**config.mk**
```make
export PLATFORM = sky130hd
export DESIGN_NAME = capture_top
export DESIGN_NICKNAME = d
export VERILOG_FILES = /design/src/capture_pkg.sv /design/src/usb_reg_decode.sv /design/src/ctrl_regs.sv /design/src/sample_fifo.sv /design/src/read_result.sv /design/src/capture_top.sv
export VERILOG_INCLUDE_DIRS = /design/src
export SDC_FILE = /design/constraint.sdc
export NUM_CORES = 1
export LEC_CHECK = 0
export BUFFER_PORTS_ARGS = -buffer_cell sky130_fd_sc_hd__buf_4
export CAP_MARGIN = 30
export CORE_MARGIN = 3
export CORE_UTILIZATION = 59
export DETAILED_ROUTE_END_ITERATION = 6
export HOLD_SLACK_MARGIN = 0.1
export PLACE_DENSITY = 0.82
export SLEW_MARGIN = 0
export SYNTH_ARGS = -nofsm -noshare
export SYNTH_HDL_FRONTEND = slang
export SYNTH_SLANG_ARGS = --single-unit
```
**constraint.sdc**
```tcl
create_clock -name clk_usb_buf -period 3.6 [get_ports clk_usb_buf]
set_input_delay 0.54 -clock clk_usb_buf [delete_from_list [all_inputs] [get_ports clk_usb_buf]]
set_output_delay 0.54 -clock clk_usb_buf [all_outputs]
set_load 0.02 [all_outputs]
```
**src/capture_defines.svh**
```systemverilog
`ifndef CAPTURE_DEFINES_SVH
`define CAPTURE_DEFINES_SVH

// host bus
`define ADDR_W       8
`define DATA_W       8

// capture path
`define SAMPLE_W     8
`define FIFO_DEPTH   16
`define COUNT_W      5    // holds 0 .. FIFO_DEPTH

// error LED pacing, bit 3 of the free counter gives a 16 cycle period
`define FLASH_BIT    3

// register map
`define ADDR_CTRL    8'h01
`define ADDR_CMD     8'h02
`define ADDR_STATUS  8'h03
`define ADDR_COUNT   8'h04
`define ADDR_FIFO    8'h10

`endif

```
**src/capture_pkg.sv**
```systemverilog
`include "capture_defines.svh"

package capture_pkg;

   // one register stroke from the bus decoder
   typedef struct packed {
      logic [`ADDR_W-1:0] addr;
      logic [`DATA_W-1:0] wdata;
      logic               rd;      // read stroke, one cycle
      logic               wr;      // write stroke, one cycle
   } reg_bus_t;

   typedef struct packed {
      logic                 valid;
      logic [`SAMPLE_W-1:0] data;
   } sample_t;

   // control from the register block to the FIFO
   typedef struct packed {
      logic source_sel;    // 0 trace, 1 LA
      logic flush;
      logic clear_errors;
   } fifo_ctrl_t;

   typedef struct packed {
      logic                empty;
      logic                full;
      logic                error;   // sticky overflow
      logic [`COUNT_W-1:0] count;
   } fifo_stat_t;

   // value and enable pairs for the target pins
   typedef struct packed {
      logic poweron;
      logic nrst_o;
      logic nrst_oe;
      logic mosi_o;
      logic mosi_oe;
      logic sck_o;
      logic sck_oe;
   } target_pins_t;

endpackage

```
**src/usb_reg_decode.sv**
```systemverilog
`timescale 1ns/1ps
`include "capture_defines.svh"

module usb_reg_decode import capture_pkg::*; (
   input  logic               clk_usb_buf,
   input  logic               rst_n_i,
   input  logic               usb_cen_n_i,
   input  logic               usb_rdn_i,
   input  logic               usb_wrn_i,
   input  logic [`ADDR_W-1:0] usb_addr_i,
   input  logic [`DATA_W-1:0] usb_data_i,
   output reg_bus_t           reg_bus_o
);

   logic               cen_q, rdn_q, wrn_q;   // pins, registered once
   logic               rdn_d, wrn_d;          // previous strobe level
   logic [`ADDR_W-1:0] addr_q;
   logic [`DATA_W-1:0] data_q;
   logic               rd_fall, wr_fall;
   logic               rd_pulse, wr_pulse;
   logic [`ADDR_W-1:0] cap_addr;
   logic [`DATA_W-1:0] cap_data;

   always_ff @(posedge clk_usb_buf or negedge rst_n_i) begin
      if (!rst_n_i) begin
         cen_q <= 1'b1;
         rdn_q <= 1'b1;
         wrn_q <= 1'b1;
         rdn_d <= 1'b1;
         wrn_d <= 1'b1;
      end else begin
         cen_q <= usb_cen_n_i;
         rdn_q <= usb_rdn_i;
         wrn_q <= usb_wrn_i;
         rdn_d <= rdn_q;
         wrn_d <= wrn_q;
      end
   end

   always_ff @(posedge clk_usb_buf) begin
      addr_q <= usb_addr_i;
      data_q <= usb_data_i;
   end

   // falling strobe inside a chip-enabled cycle
   assign rd_fall = !cen_q && !rdn_q && rdn_d;
   assign wr_fall = !cen_q && !wrn_q && wrn_d;

   always_ff @(posedge clk_usb_buf or negedge rst_n_i) begin
      if (!rst_n_i) begin
         rd_pulse <= 1'b0;
         wr_pulse <= 1'b0;
      end else begin
         rd_pulse <= rd_fall;
         wr_pulse <= wr_fall;
      end
   end

   always_ff @(posedge clk_usb_buf) begin
      cap_addr <= addr_q;   // stable for the whole strobe
      cap_data <= data_q;
   end

   // stroke lands two cycles after the strobe is first seen low
   always_ff @(posedge clk_usb_buf or negedge rst_n_i) begin
      if (!rst_n_i) begin
         reg_bus_o <= '0;
      end else begin
         reg_bus_o.addr  <= cap_addr;
         reg_bus_o.wdata <= cap_data;
         reg_bus_o.rd    <= rd_pulse;
         reg_bus_o.wr    <= wr_pulse;
      end
   end

endmodule

```
**src/ctrl_regs.sv**
```systemverilog
`timescale 1ns/1ps
`include "capture_defines.svh"

module ctrl_regs import capture_pkg::*; (
   input  logic               clk_usb_buf,
   input  logic               rst_n_i,
   input  reg_bus_t           reg_bus_i,
   input  fifo_stat_t         fifo_stat_i,
   input  logic               pll_status_i,
   input  logic               avr_rst_i,
   input  logic               sam_mosi_i,
   input  logic               sam_sck_i,
   output fifo_ctrl_t         fifo_ctrl_o,
   output logic [`DATA_W-1:0] rdata_o,
   output target_pins_t       pins_o,
   output logic               led_error_o
);

   logic [4:0]          ctrl_q;
   logic                power_off, avrprog_en, nrst_oe, nrst_val, source_sel;
   logic                cmd_wr;
   logic                flush_q, clear_q;
   logic [`FLASH_BIT:0] flash_cnt;
   logic                flash;

   assign power_off  = ctrl_q[0];
   assign avrprog_en = ctrl_q[1];
   assign nrst_oe    = ctrl_q[2];
   assign nrst_val   = ctrl_q[3];
   assign source_sel = ctrl_q[4];

   always_ff @(posedge clk_usb_buf or negedge rst_n_i) begin
      if (!rst_n_i) begin
         ctrl_q <= 5'b00001;   // target power starts off
      end else if (reg_bus_i.wr && reg_bus_i.addr == `ADDR_CTRL) begin
         ctrl_q <= reg_bus_i.wdata[4:0];
      end
   end

   assign cmd_wr = reg_bus_i.wr && reg_bus_i.addr == `ADDR_CMD;

   // CMD bits are self-clearing, one cycle after the stroke
   always_ff @(posedge clk_usb_buf or negedge rst_n_i) begin
      if (!rst_n_i) begin
         flush_q <= 1'b0;
         clear_q <= 1'b0;
      end else begin
         flush_q <= cmd_wr && reg_bus_i.wdata[0];
         clear_q <= cmd_wr && reg_bus_i.wdata[1];
      end
   end

   assign fifo_ctrl_o.source_sel   = source_sel;
   assign fifo_ctrl_o.flush        = flush_q;
   assign fifo_ctrl_o.clear_errors = clear_q;

   always_comb begin
      case (reg_bus_i.addr)
         `ADDR_CTRL:   rdata_o = {3'b000, ctrl_q};
         `ADDR_STATUS: rdata_o = {5'b00000, fifo_stat_i.error, fifo_stat_i.full,
                                  fifo_stat_i.empty};
         `ADDR_COUNT:  rdata_o = {{(`DATA_W-`COUNT_W){1'b0}}, fifo_stat_i.count};
         default:      rdata_o = '0;   // includes the FIFO address
      endcase
   end

   always_comb begin
      pins_o         = '0;
      pins_o.poweron = !power_off;
      if (!power_off) begin
         if (avrprog_en) begin
            // host programming lines straight through
            pins_o.nrst_o  = avr_rst_i;
            pins_o.nrst_oe = 1'b1;
            pins_o.mosi_o  = sam_mosi_i;
            pins_o.mosi_oe = 1'b1;
            pins_o.sck_o   = sam_sck_i;
            pins_o.sck_oe  = 1'b1;
         end else begin
            pins_o.nrst_o  = nrst_val;
            pins_o.nrst_oe = nrst_oe;
         end
      end
   end

   always_ff @(posedge clk_usb_buf or negedge rst_n_i) begin
      if (!rst_n_i) begin
         flash_cnt <= '0;
      end else begin
         flash_cnt <= flash_cnt + 1'b1;
      end
   end

   assign flash       = flash_cnt[`FLASH_BIT];
   assign led_error_o = fifo_stat_i.error ? flash : !pll_status_i;   // PLL lock is active high

endmodule

```
**src/sample_fifo.sv**
```systemverilog
`timescale 1ns/1ps
`include "capture_defines.svh"

module sample_fifo import capture_pkg::*; (
   input  logic                 clk_usb_buf,
   input  logic                 rst_n_i,
   input  reg_bus_t             reg_bus_i,
   input  fifo_ctrl_t           fifo_ctrl_i,
   input  sample_t              trace_sample_i,
   input  sample_t              la_sample_i,
   output fifo_stat_t           fifo_stat_o,
   output logic [`SAMPLE_W-1:0] head_o
);

   localparam int PTR_W = $clog2(`FIFO_DEPTH);

   logic [`SAMPLE_W-1:0] mem [`FIFO_DEPTH];
   logic [PTR_W-1:0]     wptr, rptr;
   logic [`COUNT_W-1:0]  count;
   logic                 error_q;
   sample_t              src;
   logic                 empty, full;
   logic                 push, pop;

   // only the selected source reaches the FIFO
   assign src   = fifo_ctrl_i.source_sel ? la_sample_i : trace_sample_i;
   assign empty = count == '0;
   assign full  = count == `COUNT_W'(`FIFO_DEPTH);

   assign push = src.valid && !full;   // never stalls, drops when full
   assign pop  = reg_bus_i.rd && reg_bus_i.addr == `ADDR_FIFO && !empty;

   always_ff @(posedge clk_usb_buf) begin
      if (push) begin
         mem[wptr] <= src.data;
      end
   end

   always_ff @(posedge clk_usb_buf or negedge rst_n_i) begin
      if (!rst_n_i) begin
         wptr  <= '0;
         rptr  <= '0;
         count <= '0;
      end else if (fifo_ctrl_i.flush) begin
         wptr  <= '0;
         rptr  <= '0;
         count <= '0;
      end else begin
         if (push) begin
            wptr <= wptr + 1'b1;
         end
         if (pop) begin
            rptr <= rptr + 1'b1;
         end
         case ({push, pop})
            2'b10:   count <= count + 1'b1;
            2'b01:   count <= count - 1'b1;
            default: count <= count;
         endcase
      end
   end

   // sticky overflow, survives a flush
   always_ff @(posedge clk_usb_buf or negedge rst_n_i) begin
      if (!rst_n_i) begin
         error_q <= 1'b0;
      end else if (src.valid && full) begin
         error_q <= 1'b1;
      end else if (fifo_ctrl_i.clear_errors) begin
         error_q <= 1'b0;
      end
   end

   assign head_o = empty ? '0 : mem[rptr];

   assign fifo_stat_o.empty = empty;
   assign fifo_stat_o.full  = full;
   assign fifo_stat_o.error = error_q;
   assign fifo_stat_o.count = count;

endmodule

```
**src/read_result.sv**
```systemverilog
`timescale 1ns/1ps
`include "capture_defines.svh"

module read_result import capture_pkg::*; (
   input  logic                 clk_usb_buf,
   input  logic                 rst_n_i,
   input  reg_bus_t             reg_bus_i,
   input  logic [`DATA_W-1:0]   rdata_i,
   input  logic [`SAMPLE_W-1:0] head_i,
   output logic [`DATA_W-1:0]   usb_data_o
);

   logic fifo_sel;

   // register block returns zero when not addressed
   assign fifo_sel = reg_bus_i.addr == `ADDR_FIFO;

   // held on the bus until the next read stroke
   always_ff @(posedge clk_usb_buf or negedge rst_n_i) begin
      if (!rst_n_i) begin
         usb_data_o <= '0;
      end else if (reg_bus_i.rd) begin
         usb_data_o <= fifo_sel ? head_i : rdata_i;   // FIFO head bypasses the register data
      end
   end

endmodule

```
**src/capture_top.sv**
```systemverilog
`timescale 1ns/1ps
`include "capture_defines.svh"

module capture_top (
   input  logic                    clk_usb_buf,
   input  logic                    rst_n_i,
   input  logic                    usb_cen_n_i,
   input  logic                    usb_rdn_i,
   input  logic                    usb_wrn_i,
   input  logic [`ADDR_W-1:0]      usb_addr_i,
   input  logic [`DATA_W-1:0]      usb_data_i,
   output logic [`DATA_W-1:0]      usb_data_o,
   input  logic                    pll_status_i,
   input  logic                    avr_rst_i,
   input  logic                    sam_mosi_i,
   input  logic                    sam_sck_i,
   input  capture_pkg::sample_t    trace_sample_i,
   input  capture_pkg::sample_t    la_sample_i,
   output capture_pkg::target_pins_t pins_o,
   output logic                    led_error_o
);

   capture_pkg::reg_bus_t   reg_bus;
   capture_pkg::fifo_ctrl_t fifo_ctrl;
   capture_pkg::fifo_stat_t fifo_stat;
   logic [`DATA_W-1:0]      rdata;
   logic [`SAMPLE_W-1:0]    fifo_head;

   usb_reg_decode u_decode (
      .clk_usb_buf (clk_usb_buf),
      .rst_n_i     (rst_n_i),
      .usb_cen_n_i (usb_cen_n_i),
      .usb_rdn_i   (usb_rdn_i),
      .usb_wrn_i   (usb_wrn_i),
      .usb_addr_i  (usb_addr_i),
      .usb_data_i  (usb_data_i),
      .reg_bus_o   (reg_bus)
   );

   ctrl_regs u_ctrl_regs (
      .clk_usb_buf  (clk_usb_buf),
      .rst_n_i      (rst_n_i),
      .reg_bus_i    (reg_bus),
      .fifo_stat_i  (fifo_stat),
      .pll_status_i (pll_status_i),
      .avr_rst_i    (avr_rst_i),
      .sam_mosi_i   (sam_mosi_i),
      .sam_sck_i    (sam_sck_i),
      .fifo_ctrl_o  (fifo_ctrl),
      .rdata_o      (rdata),
      .pins_o       (pins_o),
      .led_error_o  (led_error_o)
   );

   sample_fifo u_sample_fifo (
      .clk_usb_buf    (clk_usb_buf),
      .rst_n_i        (rst_n_i),
      .reg_bus_i      (reg_bus),
      .fifo_ctrl_i    (fifo_ctrl),
      .trace_sample_i (trace_sample_i),
      .la_sample_i    (la_sample_i),
      .fifo_stat_o    (fifo_stat),
      .head_o         (fifo_head)
   );

   read_result u_read_result (
      .clk_usb_buf (clk_usb_buf),
      .rst_n_i     (rst_n_i),
      .reg_bus_i   (reg_bus),
      .rdata_i     (rdata),
      .head_i      (fifo_head),
      .usb_data_o  (usb_data_o)
   );

endmodule

```
# Word level (Yosys, flattened, before mapping)
# Memories as Yosys holds them, arrays and structs flattened.
# Cells that the tools add are included.
# op_classes
n_addsub	5
n_mul	0
div_mod_pow	0
magnitude_cmp	0
eq_ne	8
n_shift	0
n_mux	18
bitwise_logic	0
reduce_logical	24
# op_table
operator	count
$mux 4	5
$eq 8x2->1 const B	2
$mux 8	2
$pmux 5 s3	1
$add 4x1->4 const B	3
$logic_and 1x1->1	12
$pmux 5 s2	1
$mux 9	1
$eq 8x1->1 const B	1
$eq 8x3->1 const B	1
$eq 8x5->1 const B	1
$logic_not 1->1	7
$mux 6	1
$reduce_bool 2->1	3
$add 5x1->5 const B	1
$eq 5x5->1 const B	1
$logic_not 5->1	1
$mux 1	5
$mux 5	1
$sub 5x1->5 const B	1
$reduce_bool 3->1	1
$eq 2x1->1 const B	1
$eq 2x2->1 const B	1
$mux 2	1
# totals
reg_bits	81
latch_bits	0
ramBits	128
rom_bits	0
input_bits	43
wordCells	80
n_memories	1
# mem_list
memory	depth	width	read_ports	rd_ports_with_merged_regs	write_ports	line_no	source
u_sample_fifo.mem	16	8	1	0	1	sample_fifo.sv:17	logic [`SAMPLE_W-1:0] mem [`FIFO_DEPTH];

# Depth between registers and ports, before layout
# Gate-level depths: netlist of run 1.
# depth
ltp_word	6
depth_mapped	11

# Modules after synthesis
# From an unflattened synthesis of run 1, not the netlist that was laid out.
# hier_totals
cells_unflattened	496
area_unflattened_um2	8518.2
# modules_own_cells
module	instances	cells_each	area_each_um2
sample_fifo	1	325	6122.1
usb_reg_decode	1	59	1287.5
ctrl_regs	1	64	685.7
read_result	1	48	422.9

# Worst setup path after synthesis of run 1
# OpenSTA, ideal clock, no wires.
# synth_path
kind	register -> register
startpoint	reg u_sample_fifo.count[0]
endpoint	reg u_sample_fifo.count[4]
setup_ns	0.094
t_arrival_ns	2.607
required_ns	3.506
slack_ns	0.899
stages_incl_launch_ff	12
path_buffers	1
period_less_slack_ns	2.701
cell_sequence	dfrtp_1 > buf_2 > or4_1 > mux2i_1 > nor2_1 > xor2_1 > ha_1 > or4_1 > nor3_1 > a21o_1 > a221oi_1 > a211oi_1
# synth_via
elab_chain_cells	6
# synth_lines
element	line_no	source
start: declaration	sample_fifo.sv:19	logic [`COUNT_W-1:0] count;
start signal: assignment	sample_fifo.sv:56	2'b10: count <= count + 1'b1;
start signal: assignment	sample_fifo.sv:57	2'b01: count <= count - 1'b1;
start signal: assignment	sample_fifo.sv:58	default: count <= count;
$eq 5x5->1 / $logic_not 5->1 (equally long branches)	sample_fifo.sv:28, sample_fifo.sv:27	
$logic_not 1->1, on equally long branches	sample_fifo.sv:30, sample_fifo.sv:31	
$logic_and 1x1->1, on equally long branches	sample_fifo.sv:30, sample_fifo.sv:31	
$eq 2x1->1 / $eq 2x2->1 (equally long branches)	sample_fifo.sv:55	case ({push, pop})
$pmux 5 s2	sample_fifo.sv:55	
$mux 5	sample_fifo.sv:44	end else if (fifo_ctrl_i.flush) begin
# Several ways; a longest one is shown, not always the timed one.
# A chain may end at the register's enable or synchronous reset.

# Worst setup path in the final report of run 1
# layout_path
startpoint	reg u_sample_fifo.count[1]
endpoint	reg u_sample_fifo.count[4]
# The elaborated chain is that of the path after synthesis.

==> results.json, run 1 <==
{
  "outcome": "finished clean",
  "yosysWarnings": 0,
  "drv_cap": 0,
  "root_buffer": "clkbuf_16",
  "clk_pin_slew_worst_paths_ns": 0.06,
  "multi_input_area_sq_um": 2200,
  "start_kind": "flop",
  "yosysTopAreaCell": "edfxtp_1",
  "die_x_microns": 123,
  "setup_viol": 0,
  "busiest_layer": "met2",
  "htreeDepth": 1,
  "synth.distinct_cells": 56,
  "end_kind": "flop",
  "synth-edff-count": 128,
  "synth_cells": 477,
  "p_per_area_nw_per_um2": 594,
  "fin_nets": 586,
  "met1_usage_pct": 31.1,
  "grt_use_met2_pct": 38.1,
  "ys.flop_type": "edfxtp_1",
  "fillCellCount": 844,
  "r2r-start": "u_sample_fifo.count[1]",
  "drt_wl_total_mm": 16.2,
  "final_util_pct": 69.5,
  "cts_tree": "built",
  "dp.final_hpwl_mm": 10.2,
  "ios": 59,
  "worstSetupStartpoint": "u_sample_fifo.count[1]",
  "initial_core_util_pct": 60.7,
  "clk_path_buf_depth": 3,
  "core_sq_um": 13300,
  "postCtsSetupBuffers": 0,
  "fin_crit_ns": 3.02,
  "ys_seq_elements": 209,
  "dp.cells": 690,
  "avgSynthCellArea_sq_um": 17.0,
  "use_met3_pct": 3.16,
  "hold_buffers": 0,
  "cp_max_fo": 11,
  "timing.slew.headroom_pct": 42.3,
  "synth_area_leaders": "edfxtp_1, dfrtp_1, mux4_2",
  "vdd_drop_max_v": 0.000426,
  "vias": 4453,
  "p_leak_nw": 3.40,
  "required_ns": 3.98,
  "final.period_utilization_pct": 84.0,
  "fin_skew_ns": 0.0107,
  "grt_usage_pct": 22.5,
  "drive_above_1_share_pct": 27.9,
  "critPathKind": "reg -> reg",
  "finalHoldViolations": 0,
  "synth_nets": 527,
  "ant_nets": 0,
  "finalPower_mw": 5.52,
  "grt_overflow_total": 0,
  "netlist_area_sq_um": 8100,
  "max_freq_mhz": 331,
  "grt_max_degree": 56,
  "antenna_found_initial": 0,
  "firstDrtPassIters": 5,
  "dieArea_sq_um": 15200,
  "rsz0062_at_grt": "false",
  "worstPathArrival_ns": 3.40,
  "numClockSinks": 209,
  "worst_pin_slew_ns": 0.866,
  "n_antenna_cell": 0,
  "num_rows": 42,
  "area_growth_pct": 14.6,
  "dr.first_iter.drc_count": 457,
  "fp.dieH_microns": 123,
  "drc": 0,
  "final.setup.tns_ns": 0,
  "fin_cells": 725,
  "seq_area_sq_um": 5750,
  "hold_path.class": "in -> async",
  "clk_latency_ns": 0.48,
  "synthArstFlopShare_pct": 26.3,
  "routed_via_density": 6.14,
  "cts_resized": 0,
  "gp_congestion": 0.879,
  "grt_pass1_vias": 4580,
  "synth_top_area_share_pct": 47.5,
  "timing.hold.ws_ns": 0.0903,
  "cts_inserted_buffers": 20,
  "grt_pass1_wl_mm": 25.5,
  "wire_per_inst_microns": 22.4,
  "yosysSeqAreaShare_pct": 71.0,
  "final-max-slew-violation-count": 0,
  "port-buffer-count": 55
}
## synth_stat cells, types with 2 or more instances
library cell,instances
buf_4,3
a31oi_1,3
dfrtp_1,49
clkbuf_1,8
mux2i_1,12
nor2b_1,9
dfstp_2,6
a21o_1,3
dfxtp_1,26
mux4_2,32
o21ai_0,2
buf_2,9
and3_1,3
nand2_1,12
xnor2_1,5
inv_1,9
nand2b_1,2
nor3_1,6
nand3_1,9
ha_1,7
a221oi_1,2
a21oi_1,16
xor2_1,5
mux2_2,16
a32oi_1,2
edfxtp_1,128
and4_1,4
or4_1,4
and2_1,14
nor2_1,24
nor3b_1,3
or3_1,3
nand4_1,2
a211oi_1,7
o22ai_1,3
buf_1,2
a22o_1,8
## state kept, by name (all words and copies together) (netlist names)
name,flops
u_ctrl_regs.flash_cnt,4
u_read_result.usb_data_o,8
u_decode.cap_addr,8
u_decode.wrn_d,1
u_decode.cen_q,1
u_decode.reg_bus_o,15
u_ctrl_regs.ctrl_q,5
u_sample_fifo.mem,128
u_decode.rd_pulse,1
u_decode.rdn_q,1
u_sample_fifo.error_q,1
u_decode.cap_data,5
u_sample_fifo.rptr,4
u_sample_fifo.count,5
u_decode.addr_q,8
u_decode.rdn_d,1
u_ctrl_regs.clear_q,1
u_sample_fifo.wptr,4
u_decode.wr_pulse,1
u_ctrl_regs.flush_q,1
u_decode.data_q,5
u_decode.wrn_q,1
## metrics by stage
step | area [sq um] | setup slack (ns)
after floorplan | 8100 | 0.899
after CTS | 9280 | 0.586
after detailed placement | 8650 | 0.593
after global routing | 9280 | 0.298
final | 9280 | 0.577
after global placement | 8650 | 0.781
## critical path: stages (launching register included)
cell	delay (ns)
dfrtp_1	0.50
or4_1	0.67
mux2i_1	0.24
nor2_1	0.08
xor2_1	0.16
ha_1	0.24
or4_1	0.44
nor3_1	0.17
a21o_1	0.11
a221oi_1	0.07
a211oi_1	0.25
## kinds of logic (layout without fill, tap and decap cells)
group                      after synthesis  count (layout)  share of synthesized area, %
AOI/OAI and AO/OA                       52              52                          4.47
xor gates and xnor gates                10              10                          1.08
adders and majority gates                7               7                          1.08
buffers and inverters                   32             104                          1.85
DFF                                    209             209                          71.0
muxes                                   61              61                          12.7
and+or+nand+nor                        106             106                          7.77
## routing by layer
layer  part of all wire (%)  vias to the layer above
met5                      0                        -
met3                    6.4                       35
met1                     39                     2261
met2                     52                      203
met4                    2.3                        0
li1                       -                     1954
## area by class of cell
type / instances / share of cell area (%)
Clock buffer: 27 / 6.34
Clock inverter: 8 / 0.458
Inverter: 9 / 0.364
Multi-Input combinational cell: 236 / 23.7
Sequential cell: 209 / 61.9
Tap cell: 176 / 2.37
Timing Repair Buffer: 60 / 4.85
## power by group
| part | internal, mW | total [mW] | leakage, nW | switching, mW |
|---|---|---|---|---|
| Sequential | 2.78 | 2.95 | 2.06 | 0.178 |
| Combinational | 0.248 | 0.592 | 1.03 | 0.344 |
| Clock | 1.15 | 1.97 | 0.315 | 0.826 |
| Total | 4.17 | 5.52 | 3.40 | 1.35 |
## worst paths after layout
| check | end | slack, ns | depth (start not counted) |
|---|---|---|---|
| worst min register to register | u_decode.cap_data[3] | 0.32 | 0 |
| worst max register to register | u_sample_fifo.count[4] | 0.58 | 10 |
| worst min-delay path | u_ctrl_regs.flash_cnt[1] | 0.09 | 1 |
| max in group asynchronous | u_sample_fifo.rptr[0] | 3.02 | 1 |
| worst max-delay path | u_sample_fifo.count[4] | 0.58 | 10 |
| min in group clk_usb_buf | u_decode.addr_q[2] | 0.17 | 1 |
## layout by cell type, fill, tap and decap left out, types with 4 or more instances in the layout
cell	Yosys	final
nand3_1	9	9
edfxtp_1	128	128
or4_1	4	4
and2_1	14	14
xnor2_1	5	5
a21oi_1	16	16
dfstp_2	6	6
mux2_2	16	16
ha_1	7	7
buf_4	3	60
mux4_2	32	32
nor3_1	6	6
a211oi_1	7	7
and4_1	4	4
nor2_1	24	24
nand2_1	12	12
nor2b_1	9	9
a22o_1	8	8
clkbuf_16	0	21
xor2_1	5	5
dfrtp_1	49	48
clkbuf_8	0	4
mux2i_1	12	12
dfxtp_1	26	26
inv_1	9	9
(Power assumes the default switching activity.)
==> inputs of run 2 (changes only) <==
==> constraint.sdc (replaced) <==
create_clock -name clk_usb_buf -period 3.09 [get_ports clk_usb_buf]
set_input_delay 0.4635 -clock clk_usb_buf [delete_from_list [all_inputs] [get_ports clk_usb_buf]]
set_output_delay 0.4635 -clock clk_usb_buf [all_outputs]
set_load 0.02 [all_outputs]
==> run 2 against run 1 <==
Cell count rose by 3.4%. Power rose by 20%. Non-clock buffer count rose by 23. Sequential share of layout area fell by 1.7 points. Final area rose by 2.8%. Hold slack improved by 0.23 ns.
==> results.json, run 2 (synthesis gave the netlist of run 1 again) <==
{
  "final_common_cell": "edfxtp_1",
  "p_int_mw": 5.01,
  "n_antenna_cell": 0,
  "core_sq_um": 13300,
  "fp.dieH_microns": 123,
  "numClockSinks": 209,
  "outcome": "finished clean",
  "cp_slowest_cell": "or4_1",
  "ant_nets": 0,
  "end_kind": "flop",
  "seq_area_sq_um": 5750,
  "vdd_drop_max_v": 0.000479,
  "finalPower_mw": 6.60,
  "reg2reg_depth": 10,
  "ios": 59,
  "dieArea_sq_um": 15200,
  "final.period_utilization_pct": 93.6,
  "dp.cells": 696,
  "timing.slew.headroom_pct": 48.3,
  "port-buffer-count": 55,
  "grt_pass1_wl_mm": 25.9,
  "hold_path.class": "reg -> reg",
  "fin_nets": 610,
  "dp.final_hpwl_mm": 10.5,
  "path_cells": "or4_1 > mux2i_1 > nor2_1 > xor2_1 > ha_1 > or4_1 > nor3_1 > a21o_1 > a221oi_1 > a211oi_1",
  "root_buffer": "clkbuf_16",
  "drc": 0,
  "drive_above_1_share_pct": 27.7,
  "fillCellCount": 810,
  "required_ns": 3.47,
  "cp_max_fo": 11,
  "vias": 4534,
  "drt_wl_total_mm": 16.7,
  "multi_input_area_sq_um": 2200,
  "cts_inserted_buffers": 21,
  "r2r_end": "u_sample_fifo.count[4]",
  "p_per_area_nw_per_um2": 691,
  "htreeDepth": 1,
  "critPathKind": "reg -> reg",
  "firstDrtPassIters": 5,
  "switching_share_pct": 24.0,
  "r2r-start": "u_sample_fifo.count[2]",
  "start_kind": "flop",
  "pre_cts_ws_ns": 0.268,
  "p_leak_nw": 3.52,
  "fin_cells": 750,
  "grt_max_degree": 56,
  "worstHoldStart": "u_decode.addr_q[3]",
  "gp_congestion": 0.881,
  "setup_ws_ns": 0.197,
  "clk_latency_ns": 0.48,
  "initial_core_util_pct": 60.7,
  "endpoint": "u_sample_fifo.count[4]",
  "holdPathStages": 0,
  "fin_skew_ns": 0.00979,
  "grt_pass1_vias": 4662,
  "reg_top3": "u_sample_fifo.mem: 128 flops, u_decode.reg_bus_o: 15 flops",
  "dr.first_iter.drc_count": 378,
  "cts_tree": "built",
  "num_rows": 42,
  "grt_overflow_total": 0,
  "setup_viol": 0,
  "regMostFlops": "u_sample_fifo.mem",
  "area_growth_pct": 17.8,
  "r2r_setup_slack_ns": 0.20,
  "clk_pin_slew_worst_paths_ns": 0.06,
  "drv_cap": 0,
  "power_switching_mw": 1.58,
  "comb_power_share_pct": 12.0,
  "wire_per_inst_microns": 22.3,
  "worstSetupStartpoint": "u_sample_fifo.count[2]",
  "postCtsSetupBuffers": 0,
  "clk_path_buf_depth": 3,
  "fin_crit_ns": 2.89,
  "final.setup.tns_ns": 0,
  "grt_usage_pct": 22.9,
  "final_util_pct": 71.5,
  "largest_reg_flops": 128,
  "final-max-slew-violation-count": 0,
  "die_x_microns": 123,
  "seq_power_share_pct": 51.5,
  "finalHoldViolations": 0,
  "critPathMaxStageDelay_ns": 0.58,
  "worstPathArrival_ns": 3.28,
  "routed_via_density": 6.05,
  "mostFrequentLayoutCells": "edfxtp_1, buf_4, dfrtp_1",
  "max_freq_mhz": 346,
  "worst_pin_slew_ns": 0.776,
  "crit_path_frequent_cell": "or4_1",
  "clkPwrFrac_pct": 36.5,
  "antenna_found_initial": 0,
  "rsz0062_at_grt": "false"
}
-- run 2: changes by cell type in the layout (fill, tap and decap cells not counted) --
cell           previous run  this run
buf_4                    60        66
clkbuf_1                  2         7
clkbuf_16                21        22
clkbuf_8                  4         6
clkinv_1                  3         0
clkinv_2                  2         0
dlygate4sd3_1             0        17
inv_4                     2         1
-- run 2: layer usage --
| metal | track usage [%] | vias to the layer above | part of all wire, % |
|---|---|---|---|
| met5 | 0 | - | 0 |
| met4 | 6.71 | 0 | 2.7 |
| met3 | 4.35 | 36 | 7.0 |
| met2 | 38.2 | 195 | 51 |
| met1 | 31.2 | 2298 | 39 |
| li1 | - | 2005 | - |
-- run 2: area by class of cell --
cell class              instances  area share [%]
multi-input cells             236            23.0
flip-flops and latches        209            60.3
well taps                     176            2.31
repair buffers                 83            6.98
inverters                       9           0.354
clock inverters                 2           0.157
clock buffers                  35            6.91
-- run 2: through the flow --
step                      area [sq um]  hold WS [ns]
after detailed placement          8700         0.312
final                             9540         0.325
after CTS                         9540         0.326
after global routing              9540         0.329
after floorplan                   8100         0.168
after global placement            8700         0.310
-- run 2: worst min-delay path by stage --
stage	endpoint	slack (ns)
global route	u_decode.reg_bus_o[16]	0.33
CTS	u_decode.cap_addr[3]	0.33
floorplan	u_ctrl_regs.clear_q	0.17
global placement	u_decode.cap_data[0]	0.31
finish	u_decode.cap_addr[3]	0.33
detailed placement	u_decode.cap_addr[3]	0.31
-- run 2: critical path: cells and delay by family, from the launching register on --
kind	cells	cell delay (ns)
XOR/XNOR	1	0.14
AO/OA/AOI/OAI	3	0.40
AND/OR/NAND/NOR	4	1.27
adder cells (fa/ha/maj)	1	0.23
flip-flops	1	0.51
multiplexers	1	0.25
-- run 2: what timing repair did --
item	in CTS	in global routing
hold endpoints to repair	65	0
hold buffers	17	0
resized for setup	0	0
-- run 2: power by group through the flow --
stage | Combinational, mW | Clock, mW | Sequential (mW)
6_report | 0.791 | 2.41 | 3.40
5_1_grt | 0.871 | 2.56 | 3.42
4_1_cts | 0.788 | 2.44 | 3.39
3_5_place_dp | 0.761 | 0 | 3.45
3_3_place_gp | 0.705 | 0 | 3.42
2_1_floorplan | 0.547 | 0 | 3.36
